`src/logic/proc_pkg.sv`:
```
/* Encodings cover only the kept PISA subset. The cop0 moves share one opcode and
   are told apart by the rs field. Each memory holds MEM_WORDS words indexed by addr[9:2]. */
`default_nettype none

package proc_pkg;

  localparam logic [31:0] RESET_VECTOR = 32'h0000_1000;
  localparam int          MEM_WORDS    = 256;
  localparam int          MEM_IDX_W    = $clog2(MEM_WORDS);
  localparam logic [31:0] NOP_INST     = 32'h0000_0000;

  // Primary opcodes
  localparam logic [5:0] OP_SPECIAL = 6'b000000;
  localparam logic [5:0] OP_J       = 6'b000010;
  localparam logic [5:0] OP_BEQ     = 6'b000100;
  localparam logic [5:0] OP_BNE     = 6'b000101;
  localparam logic [5:0] OP_ADDIU   = 6'b001001;
  localparam logic [5:0] OP_ORI     = 6'b001101;
  localparam logic [5:0] OP_LUI     = 6'b001111;
  localparam logic [5:0] OP_COP0    = 6'b010000;
  localparam logic [5:0] OP_LW      = 6'b100011;

  // Function field of OP_SPECIAL
  localparam logic [5:0] FN_SLL  = 6'b000000;
  localparam logic [5:0] FN_ADDU = 6'b100001;
  localparam logic [5:0] FN_SUBU = 6'b100011;
  localparam logic [5:0] FN_AND  = 6'b100100;
  localparam logic [5:0] FN_OR   = 6'b100101;

  // rs field of OP_COP0
  localparam logic [4:0] COP0_MF = 5'b00000;
  localparam logic [4:0] COP0_MT = 5'b00100;

  // Load strobe targets and writeback source
  localparam logic LOAD_IMEM = 1'b0;
  localparam logic LOAD_DMEM = 1'b1;
  localparam logic WB_ALU    = 1'b0;
  localparam logic WB_MEM    = 1'b1;

  typedef enum logic [2:0] {
    ALU_ADD = 3'd0,
    ALU_SUB = 3'd1,
    ALU_AND = 3'd2,
    ALU_OR  = 3'd3,
    ALU_SLL = 3'd4,
    ALU_CP1 = 3'd5
  } alu_fn_t;

  typedef enum logic [1:0] {
    OP0_SHAMT = 2'd0,
    OP0_RS    = 2'd1,
    OP0_16    = 2'd2
  } op0_sel_t;

  typedef enum logic [2:0] {
    OP1_RT   = 3'd0,
    OP1_SEXT = 3'd1,
    OP1_PC4  = 3'd2,
    OP1_ZEXT = 3'd3,
    OP1_MNGR = 3'd4
  } op1_sel_t;

  typedef enum logic [1:0] {
    PC_PLUS4 = 2'd0,
    PC_BR    = 2'd1,
    PC_J     = 2'd2
  } pc_sel_t;

  typedef struct packed {
    pc_sel_t    pc_sel;
    logic       reg_en_f;
    logic       reg_en_d;
    logic       reg_en_x;
    logic       reg_en_m;
    logic       reg_en_w;
    op0_sel_t   op0_sel;
    op1_sel_t   op1_sel;
    alu_fn_t    alu_fn_x;
    logic       wb_sel_m;
    logic [4:0] rf_waddr_w;
    logic       rf_wen_w;
  } ctrl_t;

  typedef struct packed {
    logic [31:0] inst_d;
    logic        br_eq_x;
  } status_t;

  typedef struct packed {
    logic        val;
    logic        target;
    logic [31:0] addr;
    logic [31:0] data;
  } load_t;

  typedef struct packed {
    logic        val;
    logic [31:0] data;
  } mngr_msg_t;

endpackage

`default_nettype wire

```
`src/logic/proc_alu.sv`:
```
/* Shift amount is in0[4:0] and in1 is the value shifted. */
`timescale 1ns/1ps
`default_nettype none

module proc_alu (
  input  logic [31:0]       in0,
  input  logic [31:0]       in1,
  input  proc_pkg::alu_fn_t fn,
  output logic [31:0]       out,
  output logic              ops_eq
);

  always_comb begin
    case (fn)
      proc_pkg::ALU_ADD: out = in0 + in1;
      proc_pkg::ALU_SUB: out = in0 - in1;
      proc_pkg::ALU_AND: out = in0 & in1;
      proc_pkg::ALU_OR:  out = in0 | in1;
      proc_pkg::ALU_SLL: out = in1 << in0[4:0];
      proc_pkg::ALU_CP1: out = in1;
      default:           out = 32'd0;
    endcase
  end

  // Branch compare
  assign ops_eq = (in0 == in1);

endmodule

`default_nettype wire

```
`src/logic/proc_regfile.sv`:
```
/* Register zero always reads as zero. A write in the same cycle as a read of
   that register is returned on the read port. */
`timescale 1ns/1ps
`default_nettype none

module proc_regfile (
  input  logic        clk,
  input  logic [4:0]  read_addr0,
  output logic [31:0] read_data0,
  input  logic [4:0]  read_addr1,
  output logic [31:0] read_data1,
  input  logic        write_en,
  input  logic [4:0]  write_addr,
  input  logic [31:0] write_data
);

  logic [31:0] regs [32];

  always_ff @(posedge clk) begin
    if (write_en) begin
      regs[write_addr] <= write_data;
    end
  end

  // Write-through covers a writer sitting in W
  assign read_data0 = (read_addr0 == 5'd0) ? 32'd0 :
                      (write_en && write_addr == read_addr0) ? write_data : regs[read_addr0];
  assign read_data1 = (read_addr1 == 5'd0) ? 32'd0 :
                      (write_en && write_addr == read_addr1) ? write_data : regs[read_addr1];

endmodule

`default_nettype wire

```
`src/logic/proc_pc_counter.sv`:
```
/* pc_next_f is the value the pc takes at the next edge, so it doubles as the
   imem read address. It equals pc_f while fetch is held. */
`timescale 1ns/1ps
`default_nettype none

module proc_pc_counter (
  input  logic              clk,
  input  logic              reset,
  input  logic              en,
  input  proc_pkg::pc_sel_t pc_sel,
  input  logic [31:0]       br_target,
  input  logic [31:0]       j_target,
  output logic [31:0]       pc_f,
  output logic [31:0]       pc_plus4_f,
  output logic [31:0]       pc_next_f
);

  logic [31:0] pc_target;

  assign pc_plus4_f = pc_f + 32'd4;

  always_comb begin
    case (pc_sel)
      proc_pkg::PC_BR: pc_target = br_target;
      proc_pkg::PC_J:  pc_target = j_target;
      default:         pc_target = pc_plus4_f;
    endcase
  end

  // Re-read the same word while stalled
  assign pc_next_f = en ? pc_target : pc_f;

  always_ff @(posedge clk) begin
    if (reset) begin
      pc_f <= proc_pkg::RESET_VECTOR - 32'd4;
    end else begin
      pc_f <= pc_next_f;
    end
  end

endmodule

`default_nettype wire

```
`src/logic/proc_dpath.sv`:
```
/* Operands are read and muxed in D, the ALU runs in X, load data joins in M.
   dmem is addressed by the X ALU result, and its data returns in M. */
`timescale 1ns/1ps
`default_nettype none

module proc_dpath (
  input  logic              clk,
  input  logic              reset,
  input  proc_pkg::ctrl_t   ctrl,
  output proc_pkg::status_t status,
  input  logic [31:0]       imem_rdata,
  output logic [31:0]       imem_addr,
  output logic [31:0]       dmem_addr,
  input  logic [31:0]       dmem_rdata,
  input  logic [31:0]       from_mngr_data,
  output logic [31:0]       to_mngr_data
);

  //----------------------------------------------------------
  // F stage
  //----------------------------------------------------------

  logic [31:0] pc_plus4_f;
  logic [31:0] pc_next_f;
  logic [31:0] br_target_x;
  logic [31:0] j_target_d;

  proc_pc_counter i_pc_counter (
    .clk        (clk),
    .reset      (reset),
    .en         (ctrl.reg_en_f),
    .pc_sel     (ctrl.pc_sel),
    .br_target  (br_target_x),
    .j_target   (j_target_d),
    .pc_f       (),
    .pc_plus4_f (pc_plus4_f),
    .pc_next_f  (pc_next_f)
  );

  assign imem_addr = pc_next_f;

  //----------------------------------------------------------
  // D stage
  //----------------------------------------------------------

  logic [31:0] inst_d;
  logic [31:0] pc_plus4_d;
  logic [31:0] imm_sext_d;
  logic [31:0] imm_zext_d;
  logic [31:0] rf_rdata0_d;
  logic [31:0] rf_rdata1_d;
  logic [31:0] op0_d;
  logic [31:0] op1_d;
  logic [31:0] br_target_d;
  logic [31:0] wb_result_w;

  always_ff @(posedge clk) begin
    if (reset) begin
      inst_d <= proc_pkg::NOP_INST;
    end else if (ctrl.reg_en_d) begin
      inst_d <= imem_rdata;
    end
  end

  always_ff @(posedge clk) begin
    if (ctrl.reg_en_d) begin
      pc_plus4_d <= pc_plus4_f;
    end
  end

  assign imm_sext_d = {{16{inst_d[15]}}, inst_d[15:0]};
  assign imm_zext_d = {16'd0, inst_d[15:0]};

  proc_regfile i_regfile (
    .clk        (clk),
    .read_addr0 (inst_d[25:21]),
    .read_data0 (rf_rdata0_d),
    .read_addr1 (inst_d[20:16]),
    .read_data1 (rf_rdata1_d),
    .write_en   (ctrl.rf_wen_w),
    .write_addr (ctrl.rf_waddr_w),
    .write_data (wb_result_w)
  );

  always_comb begin
    case (ctrl.op0_sel)
      proc_pkg::OP0_SHAMT: op0_d = {27'd0, inst_d[10:6]};
      proc_pkg::OP0_16:    op0_d = 32'd16;
      default:             op0_d = rf_rdata0_d;
    endcase
    case (ctrl.op1_sel)
      proc_pkg::OP1_SEXT: op1_d = imm_sext_d;
      proc_pkg::OP1_PC4:  op1_d = pc_plus4_d;
      proc_pkg::OP1_ZEXT: op1_d = imm_zext_d;
      proc_pkg::OP1_MNGR: op1_d = from_mngr_data;
      default:            op1_d = rf_rdata1_d;
    endcase
  end

  assign br_target_d = pc_plus4_d + {imm_sext_d[29:0], 2'b00};
  assign j_target_d  = {pc_plus4_d[31:28], inst_d[25:0], 2'b00};

  //----------------------------------------------------------
  // X, M and W stages
  //----------------------------------------------------------

  logic [31:0] op0_x;
  logic [31:0] op1_x;
  logic [31:0] alu_result_x;
  logic [31:0] ex_result_m;
  logic [31:0] wb_result_m;

  always_ff @(posedge clk) begin
    if (ctrl.reg_en_x) begin
      op0_x       <= op0_d;
      op1_x       <= op1_d;
      br_target_x <= br_target_d;
    end
  end

  proc_alu i_alu (
    .in0    (op0_x),
    .in1    (op1_x),
    .fn     (ctrl.alu_fn_x),
    .out    (alu_result_x),
    .ops_eq (status.br_eq_x)
  );

  assign dmem_addr = alu_result_x;

  always_ff @(posedge clk) begin
    if (ctrl.reg_en_m) begin
      ex_result_m <= alu_result_x;
    end
  end

  assign wb_result_m = (ctrl.wb_sel_m == proc_pkg::WB_MEM) ? dmem_rdata : ex_result_m;

  always_ff @(posedge clk) begin
    if (ctrl.reg_en_w) begin
      wb_result_w <= wb_result_m;
    end
  end

  assign to_mngr_data  = wb_result_w;
  assign status.inst_d = inst_d;

endmodule

`default_nettype wire

```
`config.mk`:
```
export PLATFORM = sky130hd
export DESIGN_NAME = proc_dpath
export DESIGN_NICKNAME = d
export VERILOG_FILES = /design/src/logic/proc_pkg.sv /design/src/logic/proc_alu.sv /design/src/logic/proc_regfile.sv /design/src/logic/proc_pc_counter.sv /design/src/logic/proc_dpath.sv
export SDC_FILE = /design/constraint.sdc
export NUM_CORES = 2
export LEC_CHECK = 0
export BUFFER_PORTS_ARGS = -buffer_cell sky130_fd_sc_hd__buf_4
export CAP_MARGIN = 20
export CORE_MARGIN = 2
export CORE_UTILIZATION = 60
export CTS_CLUSTER_SIZE = 24
export DETAILED_ROUTE_END_ITERATION = 12
export GPL_TIMING_DRIVEN = 0
export MAX_ROUTING_LAYER = met4
export PLACE_DENSITY = 0.74
export SLEW_MARGIN = 40
export SYNTH_ARGS = -nofsm -noshare
export SYNTH_HDL_FRONTEND = slang
export SYNTH_SLANG_ARGS = --single-unit
```
`constraint.sdc`:
```
create_clock -name clk -period 4.7 [get_ports clk]
set_clock_uncertainty 0.1 [all_clocks]
set_input_delay 0.235 -clock clk [delete_from_list [all_inputs] [get_ports clk]]
set_output_delay 0.235 -clock clk [all_outputs]
set_load 0.01 [all_outputs]
```
==> flow_summary_export.csv <==
group,metric,value,unit
outcome,status,"complete, no violations",
timing,max-slew-margin-rel,36.4,%
synth,synth.cell_area,66300,um2
global_route,grt_usage,45.9,%
power_and_ir_drop,switching_share,28.1,%
synth,synth_top_area_cell,"edfxtp_1",
floorplanning,die_h,336,um
synth,syn_nets,4332,
finish,syn2layout_area_growth,19.1,%
global_route,use_met3,12.2,%
synth,synthMuxAreaShare,24.9,%
synth,synth-seq-cells,1290,
place,gp_congestion,1.01,
route,vias,47137,
cts,clockBufferDepth,3,
hold_path,min_path_type,"in -> reg",
global_route,grt_pass1_vias,46733,
critical_path,crit_type,"reg -> out",
timing,final_hold_viol_count,0,
global_route,grt_start_max_net_pins,97,
power_and_ir_drop,p_sw,8.27,mW
synth,synth_edf_count,1216,
place,portBuffers,238,
cts,root_buffer,"clkbuf_16",
global_route,grtUsageMet1,55.1,%
critical_path,slowest_delay,590,ps
timing,worst_slew_pin_slew,954,ps
power_and_ir_drop,p_leak,26.7,nW
critical_path,end_kind,"primary output",
floorplanning,core_area,109000,um2
power_and_ir_drop,powerDensity,373,nW/um2
timing,worst_slack,0.277,ps
cts,cts.clk_slew.worst_paths,60,ps
place,dp_hpwl,170,mm
timing,finalCritPeriodShare,100,%
synth,yosys.area_share.simple,4.38,%
synth,ys_dominant_reg_cell,"edfxtp_1",
finish,final_area,78900,um2
synth,synthDominantCellAreaShare,55.1,%
route,drc,0,
critical_path,critPathLaunchType,"flop",
critical_path,cp_common_cell,"buf_6",
floorplanning,dieArea,113000,um2
power_and_ir_drop,internal-power,21.2,mW
floorplanning,die_width,336,um
power_and_ir_drop,pwr-share-seq,45.4,%
synth,synthTopCellsByArea,"edfxtp_1, mux4_2, ha_1",
finish,nNetsFinal,4980,
global_route,gr-total-overflow,0,
power_and_ir_drop,power_frac_comb,17.5,%
cts,cts_tree,"built",
power_and_ir_drop,total_power,29.5,mW
global_route,grt_pass1_wl,348,mm
finish,final_cell_mix,"edfxtp_1, mux4_2, buf_4",
route,avgViaCountPerCell,7.46,
global_route,antenna_found_initial,17,
critical_path,crit_path_top_delay_cell,"or4b_4",
synth,synthAdderAreaFrac,2.62,%
cts,worst_skew_pair.late_latency,780,ps
synth,synth_top_family_by_area,"multiplexers",
finish,layout-drive-gt1-share,33.3,%
critical_path,worst-endpoint-required,4370,ps
global_route,busiest_layer,"met2",
finish,layout_commonest_cell,"edfxtp_1",
synth,synth_cells,4075,
synth,synth_xor_xnor_area_share,1.22,%
synth,yosys.cell_types.count,88,
floorplanning,row_count,121,
power_and_ir_drop,ir_drop,0.517,mV
route,routed_wl,250,mm
synth,postSynthAreaPerCell,16.3,um2
place,dpl_cell_area,72600,um2
floorplanning,ios,249,
critical_path,worstPathCellList,"buf_6 > ha_4 > inv_2 > fa_2 > nor3b_4 > o31a_1 > o31ai_4 > buf_6 > o311ai_4 > or4b_4 > nand3_1 > o311ai_2 > xor2_1 > o21ai_2 > buf_6",
cts,cts.sinks,1290,
timing,finalSetupViolCount,0,
critical_path,cp_data_arrival_time,4360,ps
synth,async_flop_share,0,%
global_route,use_met2,70.1,%
synth,seq_area_frac_synth,57.3,%
timing,min_period,4700,ps
timing,slew_violations,0,
synth,synth_warnings,0,
cts,numCtsBuffers,135,
critical_path,cp_max_fo,5,
timing,finalSetupTns,0,ps
cts,htreeDepth,4,
power_and_ir_drop,p_clk_share,37.0,%
route,ant_nets,0,
place,dpl_worst_slack,-1000,ps
synth,synth_compound_area_share,6.71,%
route,wl_per_cell,39.6,um
timing,fmax,213,MHz
route,drt_iter0_drc,7966,
floorplanning,start_util,60.7,%
timing,rsz0062_at_grt,"true",
route,dr.pass1.iters,8,
flow_run,cap_violations,0,
per-stage QoR:
stage / hold WS (ps) / util [%] / std cells
5_1_grt: 22.3 / 72.3 / 6320
3_5_place_dp: 322 / 66.5 / 5923
6_report: 46.1 / 72.3 / 6320
2_1_floorplan: 247 / - / 4075
4_1_cts: 21.3 / 72.0 / 6293
3_3_place_gp: 322 / 64.0 / 5789
power groups by stage:
stage / registers (mW) / clock network [mW] / logic, mW
final: 13.4 / 10.9 / 5.17
after detailed placement: 13.6 / 0 / 4.65
after floorplan: 13.5 / 0 / 2.67
after CTS: 13.4 / 10.9 / 4.94
after global routing: 13.4 / 11.3 / 5.35
after global placement: 13.8 / 0 / 4.29
logic make-up (layout without fill, tap and decap cells):
| family | after synthesis | in the layout |
|---|---|---|
| buf+inv | 448 | 1205 |
| flops | 1290 | 1290 |
| xor+xnor | 92 | 92 |
| mux | 817 | 817 |
| fa+ha+maj | 137 | 137 |
| other cells | 0 | 12 |
| simple gates | 633 | 633 |
| compound gates | 658 | 658 |
cells in the mapped netlist, drive strengths merged, types with 22 or more instances:
library cell / number
a21oi: 171
mux4: 662
a211oi: 54
inv: 122
a221oi: 34
o221ai: 22
ha: 134
nor2b: 38
mux2i: 119
edfxtp: 1216
xnor2: 70
o21ai: 140
nor2: 252
mux2: 36
a21o: 24
buf: 141
a22oi: 25
nand2: 164
nand3: 39
xor2: 22
nor3: 24
dfxtp: 74
clkbuf: 182
sequential cells by signal, summed over array words and instances, names as in the netlist, named ones only:
name               flops
to_mngr_data          32
i_regfile.regs      1024
inst_d                32
ex_result_m           32
pc_plus4_d            32
br_target_x           32
op1_x                 32
i_pc_counter.pc_f     32
op0_x                 32
worst max-delay path: cells and delay by family (launching register included):
family	cells	cell delay [ps]
buffers and inverters	4	500
and+or+nand+nor	3	890
xor gates and xnor gates	1	180
AOI/OAI and AO/OA	5	1030
DFF	1	540
adders and majority gates	2	470
final timing paths:
check	startpoint	endpoint	slack, ps	cells after the start
setup / recovery	op1_x[0]	dmem_addr[26]	0.3	15
hold / removal	from_mngr_data[0]	op1_x[0]	50	3
setup reg to reg	flop	op0_x[4]	70	10
hold reg to reg	i_pc_counter.pc_f[0]	pc_plus4_d[0]	340	0
cell type report:
type / instances / area (um2)
Sequential cell: 1290 / 38000
Fill cell: 6527 / 30200
Multi-Input combinational cell: 2337 / 27200
Timing Repair Buffer: 517 / 5480
Clock buffer: 172 / 3670
Tap cell: 1476 / 1850
Buffer: 317 / 1520
Clock inverter: 74 / 747
Inverter: 125 / 499
Antenna cell: 12 / 30.0
timing repair:
item / 4_1_cts / 5_1_grt
resized for setup: 80 / 36
buffers inserted: 23 / 17
setup endpoints to repair: 48 / 19
endpoints found under the hold margin: 292 / 0
pin swaps: 23 / 19
hold buffers: 103 / 0
routing by layer:
layer | routed length [um] | share of wire, %
met1 | 80400 | 32
met2 | 118000 | 47
met3 | 33700 | 13
met4 | 18400 | 7.3
met5 | 0 | 0
Power figures use the tool's default switching activity.
