File: src/logic/proc_pkg.sv
/* Encodings cover only the kept PISA subset. The cop0 moves share one opcode and
   are told apart by the rs field. Each memory holds MEM_WORDS words indexed by addr[9:2]. */
`default_nettype none

package proc_pkg;

  localparam logic [31:0] RESET_VECTOR = 32'h0000_1000;
  localparam int          MEM_WORDS    = 256;
  localparam int          MEM_IDX_W    = $clog2(MEM_WORDS);
  localparam logic [31:0] NOP_INST     = 32'h0000_0000;

  // Primary opcodes
  localparam logic [5:0] OP_SPECIAL = 6'b000000;
  localparam logic [5:0] OP_J       = 6'b000010;
  localparam logic [5:0] OP_BEQ     = 6'b000100;
  localparam logic [5:0] OP_BNE     = 6'b000101;
  localparam logic [5:0] OP_ADDIU   = 6'b001001;
  localparam logic [5:0] OP_ORI     = 6'b001101;
  localparam logic [5:0] OP_LUI     = 6'b001111;
  localparam logic [5:0] OP_COP0    = 6'b010000;
  localparam logic [5:0] OP_LW      = 6'b100011;

  // Function field of OP_SPECIAL
  localparam logic [5:0] FN_SLL  = 6'b000000;
  localparam logic [5:0] FN_ADDU = 6'b100001;
  localparam logic [5:0] FN_SUBU = 6'b100011;
  localparam logic [5:0] FN_AND  = 6'b100100;
  localparam logic [5:0] FN_OR   = 6'b100101;

  // rs field of OP_COP0
  localparam logic [4:0] COP0_MF = 5'b00000;
  localparam logic [4:0] COP0_MT = 5'b00100;

  // Load strobe targets and writeback source
  localparam logic LOAD_IMEM = 1'b0;
  localparam logic LOAD_DMEM = 1'b1;
  localparam logic WB_ALU    = 1'b0;
  localparam logic WB_MEM    = 1'b1;

  typedef enum logic [2:0] {
    ALU_ADD = 3'd0,
    ALU_SUB = 3'd1,
    ALU_AND = 3'd2,
    ALU_OR  = 3'd3,
    ALU_SLL = 3'd4,
    ALU_CP1 = 3'd5
  } alu_fn_t;

  typedef enum logic [1:0] {
    OP0_SHAMT = 2'd0,
    OP0_RS    = 2'd1,
    OP0_16    = 2'd2
  } op0_sel_t;

  typedef enum logic [2:0] {
    OP1_RT   = 3'd0,
    OP1_SEXT = 3'd1,
    OP1_PC4  = 3'd2,
    OP1_ZEXT = 3'd3,
    OP1_MNGR = 3'd4
  } op1_sel_t;

  typedef enum logic [1:0] {
    PC_PLUS4 = 2'd0,
    PC_BR    = 2'd1,
    PC_J     = 2'd2
  } pc_sel_t;

  typedef struct packed {
    pc_sel_t    pc_sel;
    logic       reg_en_f;
    logic       reg_en_d;
    logic       reg_en_x;
    logic       reg_en_m;
    logic       reg_en_w;
    op0_sel_t   op0_sel;
    op1_sel_t   op1_sel;
    alu_fn_t    alu_fn_x;
    logic       wb_sel_m;
    logic [4:0] rf_waddr_w;
    logic       rf_wen_w;
  } ctrl_t;

  typedef struct packed {
    logic [31:0] inst_d;
    logic        br_eq_x;
  } status_t;

  typedef struct packed {
    logic        val;
    logic        target;
    logic [31:0] addr;
    logic [31:0] data;
  } load_t;

  typedef struct packed {
    logic        val;
    logic [31:0] data;
  } mngr_msg_t;

endpackage

`default_nettype wire

File: src/logic/proc_ctrl.sv
/* No bypassing. Any RAW hazard on X or M stalls D until the writer reaches W.
   A taken branch in X wins over a jump in D. Unknown encodings decode as a nop. */
`timescale 1ns/1ps
`default_nettype none

module proc_ctrl (
  input  logic              clk,
  input  logic              reset,
  input  proc_pkg::status_t status,
  output proc_pkg::ctrl_t   ctrl,
  output logic              to_mngr_val
);

  // Control fields that travel with an instruction
  typedef struct packed {
    proc_pkg::alu_fn_t alu_fn;
    logic              rf_wen;
    logic [4:0]        rf_waddr;
    logic              wb_sel;
    logic              mngr_out;
    logic              br_eq;
    logic              br_ne;
  } stage_cw_t;

  logic                val_f;
  logic                val_d;
  logic                val_x;
  logic                val_m;
  logic                val_w;
  stage_cw_t           cw_d;
  stage_cw_t           cw_x;
  stage_cw_t           cw_m;
  stage_cw_t           cw_w;
  logic [5:0]          opcode_d;
  logic [5:0]          funct_d;
  logic [4:0]          rs_d;
  logic [4:0]          rt_d;
  logic [4:0]          rd_d;
  logic                rs_used_d;
  logic                rt_used_d;
  logic                jump_d;
  proc_pkg::op0_sel_t  op0_sel_d;
  proc_pkg::op1_sel_t  op1_sel_d;
  logic                raw_x;
  logic                raw_m;
  logic                stall_d;
  logic                br_taken_x;
  logic                jump_taken_d;
  logic                squash_f;

  assign opcode_d = status.inst_d[31:26];
  assign rs_d     = status.inst_d[25:21];
  assign rt_d     = status.inst_d[20:16];
  assign rd_d     = status.inst_d[15:11];
  assign funct_d  = status.inst_d[5:0];

  //----------------------------------------------------------
  // Decode in D
  //----------------------------------------------------------

  always_comb begin
    cw_d      = '0;
    op0_sel_d = proc_pkg::OP0_RS;
    op1_sel_d = proc_pkg::OP1_RT;
    rs_used_d = 1'b0;
    rt_used_d = 1'b0;
    jump_d    = 1'b0;
    case (opcode_d)
      proc_pkg::OP_SPECIAL: begin
        rs_used_d     = 1'b1;
        rt_used_d     = 1'b1;
        cw_d.rf_wen   = 1'b1;
        cw_d.rf_waddr = rd_d;
        case (funct_d)
          proc_pkg::FN_ADDU: cw_d.alu_fn = proc_pkg::ALU_ADD;
          proc_pkg::FN_SUBU: cw_d.alu_fn = proc_pkg::ALU_SUB;
          proc_pkg::FN_AND:  cw_d.alu_fn = proc_pkg::ALU_AND;
          proc_pkg::FN_OR:   cw_d.alu_fn = proc_pkg::ALU_OR;
          proc_pkg::FN_SLL: begin
            op0_sel_d   = proc_pkg::OP0_SHAMT;
            rs_used_d   = 1'b0;
            cw_d.alu_fn = proc_pkg::ALU_SLL;
          end
          default: begin
            rs_used_d   = 1'b0;
            rt_used_d   = 1'b0;
            cw_d.rf_wen = 1'b0;
          end
        endcase
      end
      proc_pkg::OP_ADDIU, proc_pkg::OP_LW: begin
        rs_used_d     = 1'b1;
        op1_sel_d     = proc_pkg::OP1_SEXT;
        cw_d.alu_fn   = proc_pkg::ALU_ADD;
        cw_d.rf_wen   = 1'b1;
        cw_d.rf_waddr = rt_d;
        cw_d.wb_sel   = (opcode_d == proc_pkg::OP_LW) ? proc_pkg::WB_MEM : proc_pkg::WB_ALU;
      end
      proc_pkg::OP_ORI: begin
        rs_used_d     = 1'b1;
        op1_sel_d     = proc_pkg::OP1_ZEXT;
        cw_d.alu_fn   = proc_pkg::ALU_OR;
        cw_d.rf_wen   = 1'b1;
        cw_d.rf_waddr = rt_d;
      end
      proc_pkg::OP_LUI: begin
        // imm shifted up by the constant 16
        op0_sel_d     = proc_pkg::OP0_16;
        op1_sel_d     = proc_pkg::OP1_ZEXT;
        cw_d.alu_fn   = proc_pkg::ALU_SLL;
        cw_d.rf_wen   = 1'b1;
        cw_d.rf_waddr = rt_d;
      end
      proc_pkg::OP_BEQ, proc_pkg::OP_BNE: begin
        rs_used_d   = 1'b1;
        rt_used_d   = 1'b1;
        cw_d.alu_fn = proc_pkg::ALU_SUB;
        cw_d.br_eq  = (opcode_d == proc_pkg::OP_BEQ);
        cw_d.br_ne  = (opcode_d == proc_pkg::OP_BNE);
      end
      proc_pkg::OP_J: jump_d = 1'b1;
      proc_pkg::OP_COP0: begin
        cw_d.alu_fn = proc_pkg::ALU_CP1;
        if (rs_d == proc_pkg::COP0_MF) begin
          op1_sel_d     = proc_pkg::OP1_MNGR;
          cw_d.rf_wen   = 1'b1;
          cw_d.rf_waddr = rt_d;
        end else if (rs_d == proc_pkg::COP0_MT) begin
          rt_used_d     = 1'b1;
          cw_d.mngr_out = 1'b1;
        end
      end
      default: ;
    endcase
    // r0 is never a real destination, so it never stalls
    if (cw_d.rf_waddr == 5'd0) begin
      cw_d.rf_wen = 1'b0;
    end
  end

  //----------------------------------------------------------
  // Stall and squash
  //----------------------------------------------------------

  assign raw_x = val_x && cw_x.rf_wen &&
                 ((rs_used_d && cw_x.rf_waddr == rs_d) || (rt_used_d && cw_x.rf_waddr == rt_d));
  assign raw_m = val_m && cw_m.rf_wen &&
                 ((rs_used_d && cw_m.rf_waddr == rs_d) || (rt_used_d && cw_m.rf_waddr == rt_d));

  assign br_taken_x   = val_x && ((cw_x.br_eq && status.br_eq_x) ||
                                  (cw_x.br_ne && !status.br_eq_x));
  assign jump_taken_d = val_d && jump_d && !br_taken_x;
  assign stall_d      = val_d && (raw_x || raw_m) && !br_taken_x;
  assign squash_f     = br_taken_x || jump_taken_d;

  always_ff @(posedge clk) begin
    if (reset) begin
      val_f <= 1'b0;
      val_d <= 1'b0;
      val_x <= 1'b0;
      val_m <= 1'b0;
      val_w <= 1'b0;
    end else begin
      val_f <= 1'b1;
      if (!stall_d) begin
        val_d <= val_f && !squash_f;
      end
      val_x <= val_d && !stall_d && !br_taken_x;
      val_m <= val_x;
      val_w <= val_m;
    end
  end

  // Only meaningful while the matching valid bit is set
  always_ff @(posedge clk) begin
    cw_x <= cw_d;
    cw_m <= cw_x;
    cw_w <= cw_m;
  end

  always_comb begin
    if (br_taken_x) begin
      ctrl.pc_sel = proc_pkg::PC_BR;
    end else if (jump_taken_d) begin
      ctrl.pc_sel = proc_pkg::PC_J;
    end else begin
      ctrl.pc_sel = proc_pkg::PC_PLUS4;
    end
    ctrl.reg_en_f   = !stall_d;
    ctrl.reg_en_d   = !stall_d;
    ctrl.reg_en_x   = val_d && !stall_d && !br_taken_x;
    ctrl.reg_en_m   = val_x;
    ctrl.reg_en_w   = val_m;
    ctrl.op0_sel    = op0_sel_d;
    ctrl.op1_sel    = op1_sel_d;
    ctrl.alu_fn_x   = cw_x.alu_fn;
    ctrl.wb_sel_m   = cw_m.wb_sel;
    ctrl.rf_waddr_w = cw_w.rf_waddr;
    ctrl.rf_wen_w   = val_w && cw_w.rf_wen;
  end

  assign to_mngr_val = val_w && cw_w.mngr_out;

endmodule

`default_nettype wire

File: config.mk
export PLATFORM = sky130hd
export DESIGN_NAME = proc_ctrl
export DESIGN_NICKNAME = d
export VERILOG_FILES = /design/src/logic/proc_pkg.sv /design/src/logic/proc_ctrl.sv
export SDC_FILE = /design/constraint.sdc
export NUM_CORES = 1
export LEC_CHECK = 0
export ABC_AREA = 1
export BUFFER_PORTS_ARGS = -buffer_cell sky130_fd_sc_hd__buf_2
export CORE_MARGIN = 10
export CORE_UTILIZATION = 41
export CTS_BUF_LIST = sky130_fd_sc_hd__clkbuf_4
export CTS_CLUSTER_DIAMETER = 30
export DETAILED_ROUTE_END_ITERATION = 7
export PLACE_DENSITY = 0.67
export SETUP_SLACK_MARGIN = 0.3
export SYNTH_ARGS = -nofsm -noshare
export SYNTH_HDL_FRONTEND = slang
export SYNTH_SLANG_ARGS = --single-unit
export TNS_END_PERCENT = 5
File: constraint.sdc
create_clock -name clk -period 4.7 [get_ports clk]
set_clock_uncertainty 0.1 [all_clocks]
set_input_delay 0.94 -clock clk [delete_from_list [all_inputs] [get_ports clk]]
set_output_delay 0.94 -clock clk [all_outputs]
set_load 0.02 [all_outputs]
==> impl_results.html <==
<table>
<tr><th>Metric</th><th>Value</th></tr>
<tr><th colspan="2">Outcome</th></tr>
<tr><td>Result of the run</td><td>finished, final reports clean</td></tr>
<tr><th colspan="2">Clock network</th></tr>
<tr><td>Worst skew pair latency</td><td>0.32 ns</td></tr>
<tr><td>Clock slew at the register clock pins of the worst setup and hold paths</td><td>0.09 ns</td></tr>
<tr><td>H-tree levels</td><td>2</td></tr>
<tr><td>Clk sinks</td><td>33</td></tr>
<tr><td>Hold-fix buffer count after cts</td><td>0</td></tr>
<tr><td>Clock tree from TritonCTS</td><td>built</td></tr>
<tr><td>Clock tree root driver cell</td><td>clkbuf_4</td></tr>
<tr><td>TritonCTS buffer count</td><td>5</td></tr>
<tr><td>Total of cells resized after clock tree synthesis</td><td>0</td></tr>
<tr><td>CTS Buffer Depth</td><td>2</td></tr>
<tr><td>Post-CTS setup buffer count</td><td>0</td></tr>
<tr><th colspan="2">Drt</th></tr>
<tr><td>DR vias</td><td>1,576</td></tr>
<tr><td>Remaining routing DRC violations</td><td>0</td></tr>
<tr><td>First-pass iteration count of the detailed router</td><td>5</td></tr>
<tr><td>Post-Route WL</td><td>3.79 mm</td></tr>
<tr><td>DRC marker count from the first detailed-route iteration</td><td>62</td></tr>
<tr><td>Number of vias per cell</td><td>4.52</td></tr>
<tr><td>Wire per inst</td><td>10.9 um</td></tr>
<tr><td>Antenna violation net count after detailed routing</td><td>0</td></tr>
<tr><th colspan="2">Worst hold path</th></tr>
<tr><td>Hold/Removal Path Class</td><td>reg2reg</td></tr>
<tr><td>Number of instances on the worst hold path</td><td>0</td></tr>
<tr><td>Hold path endpoint</td><td>cw_w[2]</td></tr>
<tr><td>Startpoint of the worst hold path</td><td>cw_m[2]</td></tr>
<tr><th colspan="2">STA</th></tr>
<tr><td>Final total negative setup slack</td><td>0 ns</td></tr>
<tr><td>Setup-violating endpoint count in the final report</td><td>0</td></tr>
<tr><td>Portion of the clock cycle consumed by the worst path in the final layout</td><td>67.0%</td></tr>
<tr><td>Transition time at the pin with the least slew margin</td><td>0.350 ns</td></tr>
<tr><td>Period minus WS final</td><td>3.15 ns</td></tr>
<tr><td>Final hold viol count</td><td>0</td></tr>
<tr><td>Achievable clock frequency</td><td>0.317 GHz</td></tr>
<tr><td>Final Slew Violations</td><td>0</td></tr>
<tr><td>RSZ-0062 raised after global routing</td><td>false</td></tr>
<tr><td>Rel. slew slack</td><td>76.6%</td></tr>
<tr><th colspan="2">Floorplan</th></tr>
<tr><td>Number of placed I/O pins</td><td>58</td></tr>
<tr><td>Die Footprint</td><td>7110 um^2</td></tr>
<tr><td>Number of standard-cell rows in the floorplan</td><td>23</td></tr>
<tr><td>Die height</td><td>84.3 um</td></tr>
<tr><td>Core footprint</td><td>4000 um^2</td></tr>
<tr><td>Die span in x</td><td>84.3 um</td></tr>
<tr><td>Effective utilization at floorplan</td><td>42.4%</td></tr>
<tr><th colspan="2">Power</th></tr>
<tr><td>Peak ir drop on the vdd network</td><td>0.000109 V</td></tr>
<tr><td>Overall power of the completed layout</td><td>0.507 mW</td></tr>
<tr><td>Leakage power total</td><td>1.16 nW</td></tr>
<tr><td>Power per standard cell area</td><td>257 nW/um^2</td></tr>
<tr><th colspan="2">Synth</th></tr>
<tr><td>Cell Area, Synth</td><td>1700 um^2</td></tr>
<tr><td>Syn Nets</td><td>287</td></tr>
<tr><td>Gate count after technology mapping</td><td>252</td></tr>
<tr><td>Post-synthesis average cell area</td><td>6.73 um^2</td></tr>
<tr><td>Register area share after synthesis</td><td>39.0%</td></tr>
<tr><td>Synth warn</td><td>0</td></tr>
<tr><td>Register bit total from synthesis</td><td>33</td></tr>
<tr><td>Post-synthesis cell type count</td><td>21</td></tr>
<tr><th colspan="2">Worst setup path</th></tr>
<tr><td>Kind of critical path</td><td>in2out</td></tr>
<tr><td>Reg2Reg Launch Point</td><td>cw_x[5]</td></tr>
<tr><td>Endpoint required time on the critical path</td><td>3.66 ns</td></tr>
<tr><td>Critical Path Max Stage Delay</td><td>0.21 ns</td></tr>
<tr><td>Number of cells traversed by the worst register-to-register path</td><td>10</td></tr>
<tr><td>Critical path capture point type</td><td>output port</td></tr>
<tr><td>Worst-path cell chain</td><td>buf_2, nor2_4, inv_2, nor2_8, inv_2, nand2_1, nand3_1, nand2_2, nand2_2, buf_2</td></tr>
<tr><td>RR Endpoint</td><td>val_d</td></tr>
<tr><td>Critical path data arrival time</td><td>2.11 ns</td></tr>
<tr><td>FF-to-FF setup slack</td><td>3.34 ns</td></tr>
<tr><td>Startpoint type of the worst setup path</td><td>primary input</td></tr>
<tr><td>Cell type of the slowest stage on the worst timing path</td><td>nor2_4</td></tr>
<tr><td>Highest net fanout along the worst path</td><td>9</td></tr>
<tr><th colspan="2">Cells and area</th></tr>
<tr><td>Antenna cell count</td><td>0</td></tr>
<tr><td>Post-layout utilization of the core</td><td>49.4%</td></tr>
<tr><td>Relative area change from synthesis to final layout</td><td>16.5%</td></tr>
<tr><td>Layout cell share with drive strength beyond 1</td><td>25.1%</td></tr>
<tr><td>Count of filler cells inserted in the layout</td><td>429</td></tr>
<tr><td>Post-layout net count</td><td>333</td></tr>
<tr><td>Commonest non-fill, non-tap cell in the layout</td><td>nand2_1</td></tr>
<tr><td>Most frequent cells in the layout</td><td>nand2_1, buf_2, inv_1, nor2_1, dfxtp_1</td></tr>
<tr><th colspan="2">Place</th></tr>
<tr><td>Detailed Place HPWL</td><td>3.20 mm</td></tr>
<tr><td>RD Place Congestion</td><td>0.837</td></tr>
<tr><td>IO Port Bufs</td><td>52</td></tr>
<tr><th colspan="2">Global routing</th></tr>
<tr><td>Vias in the first global route</td><td>1,542</td></tr>
<tr><td>Pin count of the biggest net entering global routing</td><td>11</td></tr>
<tr><td>Global-route wire length before repair</td><td>6.64 mm</td></tr>
<tr><td>Initial antenna violation count</td><td>0</td></tr>
<tr><td>Total track usage</td><td>11.0%</td></tr>
<tr><td>GRT Residual Overflow</td><td>0</td></tr>
<tr><th colspan="2">Run</th></tr>
<tr><td>Max-Cap Viols</td><td>0</td></tr>
</table>
-- worst max-delay path: cells and delay by family --
kind | cells | cell delay (ns)
buffers and inverters | 4 | 0.46
and+or+nand+nor | 6 | 0.71
-- sequential cells by signal, summed over array words and instances (netlist names) --
register / flops
cw_x: 10
val_w: 1
ctrl: 9
val_d: 1
val_f: 1
cw_m: 7
val_x: 1
val_m: 1
cw_w: 2
-- logic make-up after synthesis --
kind of cell | Yosys count | share of synthesized area, %
AOI/OAI and AO/OA | 3 | 1.11
DFF | 33 | 39.0
buffers and inverters | 55 | 15.1
xor gates and xnor gates | 9 | 4.65
and+or+nand+nor | 152 | 40.2
-- worst max path at each step --
| stage | cells past startpoint | to | from |
|---|---|---|---|
| after floorplan | 9 | ctrl[19] | status[29] |
| final | 10 | ctrl[18] | status[32] |
| after global placement | 10 | ctrl[19] | status[28] |
| after global routing | 10 | ctrl[18] | status[32] |
| after CTS | 10 | ctrl[19] | status[32] |
| after detailed placement | 10 | ctrl[19] | status[32] |
-- report_power, final --
part / internal (mW) / switching, mW / total, mW / leakage [nW]
Sequential: 0.286 / 0.00367 / 0.289 / 0.268
Combinational: 0.0255 / 0.0407 / 0.0662 / 0.855
Clock: 0.0627 / 0.0886 / 0.151 / 0.0354
Total: 0.374 / 0.133 / 0.507 / 1.16
-- per-layer routing --
metal / routed length [um] / global-route usage [%]
met1: 1710 / 12.8
met2: 1710 / 17.5
met3: 291 / 3.96
met4: 77 / 4.87
met5: 0 / 0
-- synth_stat cells, drive strengths merged --
cell,number,area share (%)
nor3,3,0.89
xor2,9,4.6
nand3b,1,0.44
nor2,44,12
buf,13,5.8
nand2,68,15
dfxtp,33,39
inv,42,9.3
nand4,3,1.1
o21ai,1,0.29
and3,1,0.37
nor3b,1,0.44
a21oi,2,0.81
nand3,31,9.7
-- area by class of cell --
cell class	instances	area [um^2]	area share, %
clock buffer	6	45.0	2.28
clock inverter	2	10.0	0.507
inverter	42	158	7.98
multi-input combinational	164	779	39.5
sequential	33	661	33.4
tap	50	62.6	3.17
timing repair buffer	52	260	13.2
-- per-stage QoR --
step           std cells  hold WS, ns  cell area, um^2  setup slack, ns
6_report             349        0.234             1980             1.55
5_1_grt              349        0.248             1980             1.37
4_1_cts              349        0.237             1980             1.53
3_5_place_dp         341        0.215             1920             1.53
3_3_place_gp         341        0.212             1920             1.54
2_1_floorplan        252        0.210             1700             1.75
Note: power is estimated with default switching activity, not from simulation.
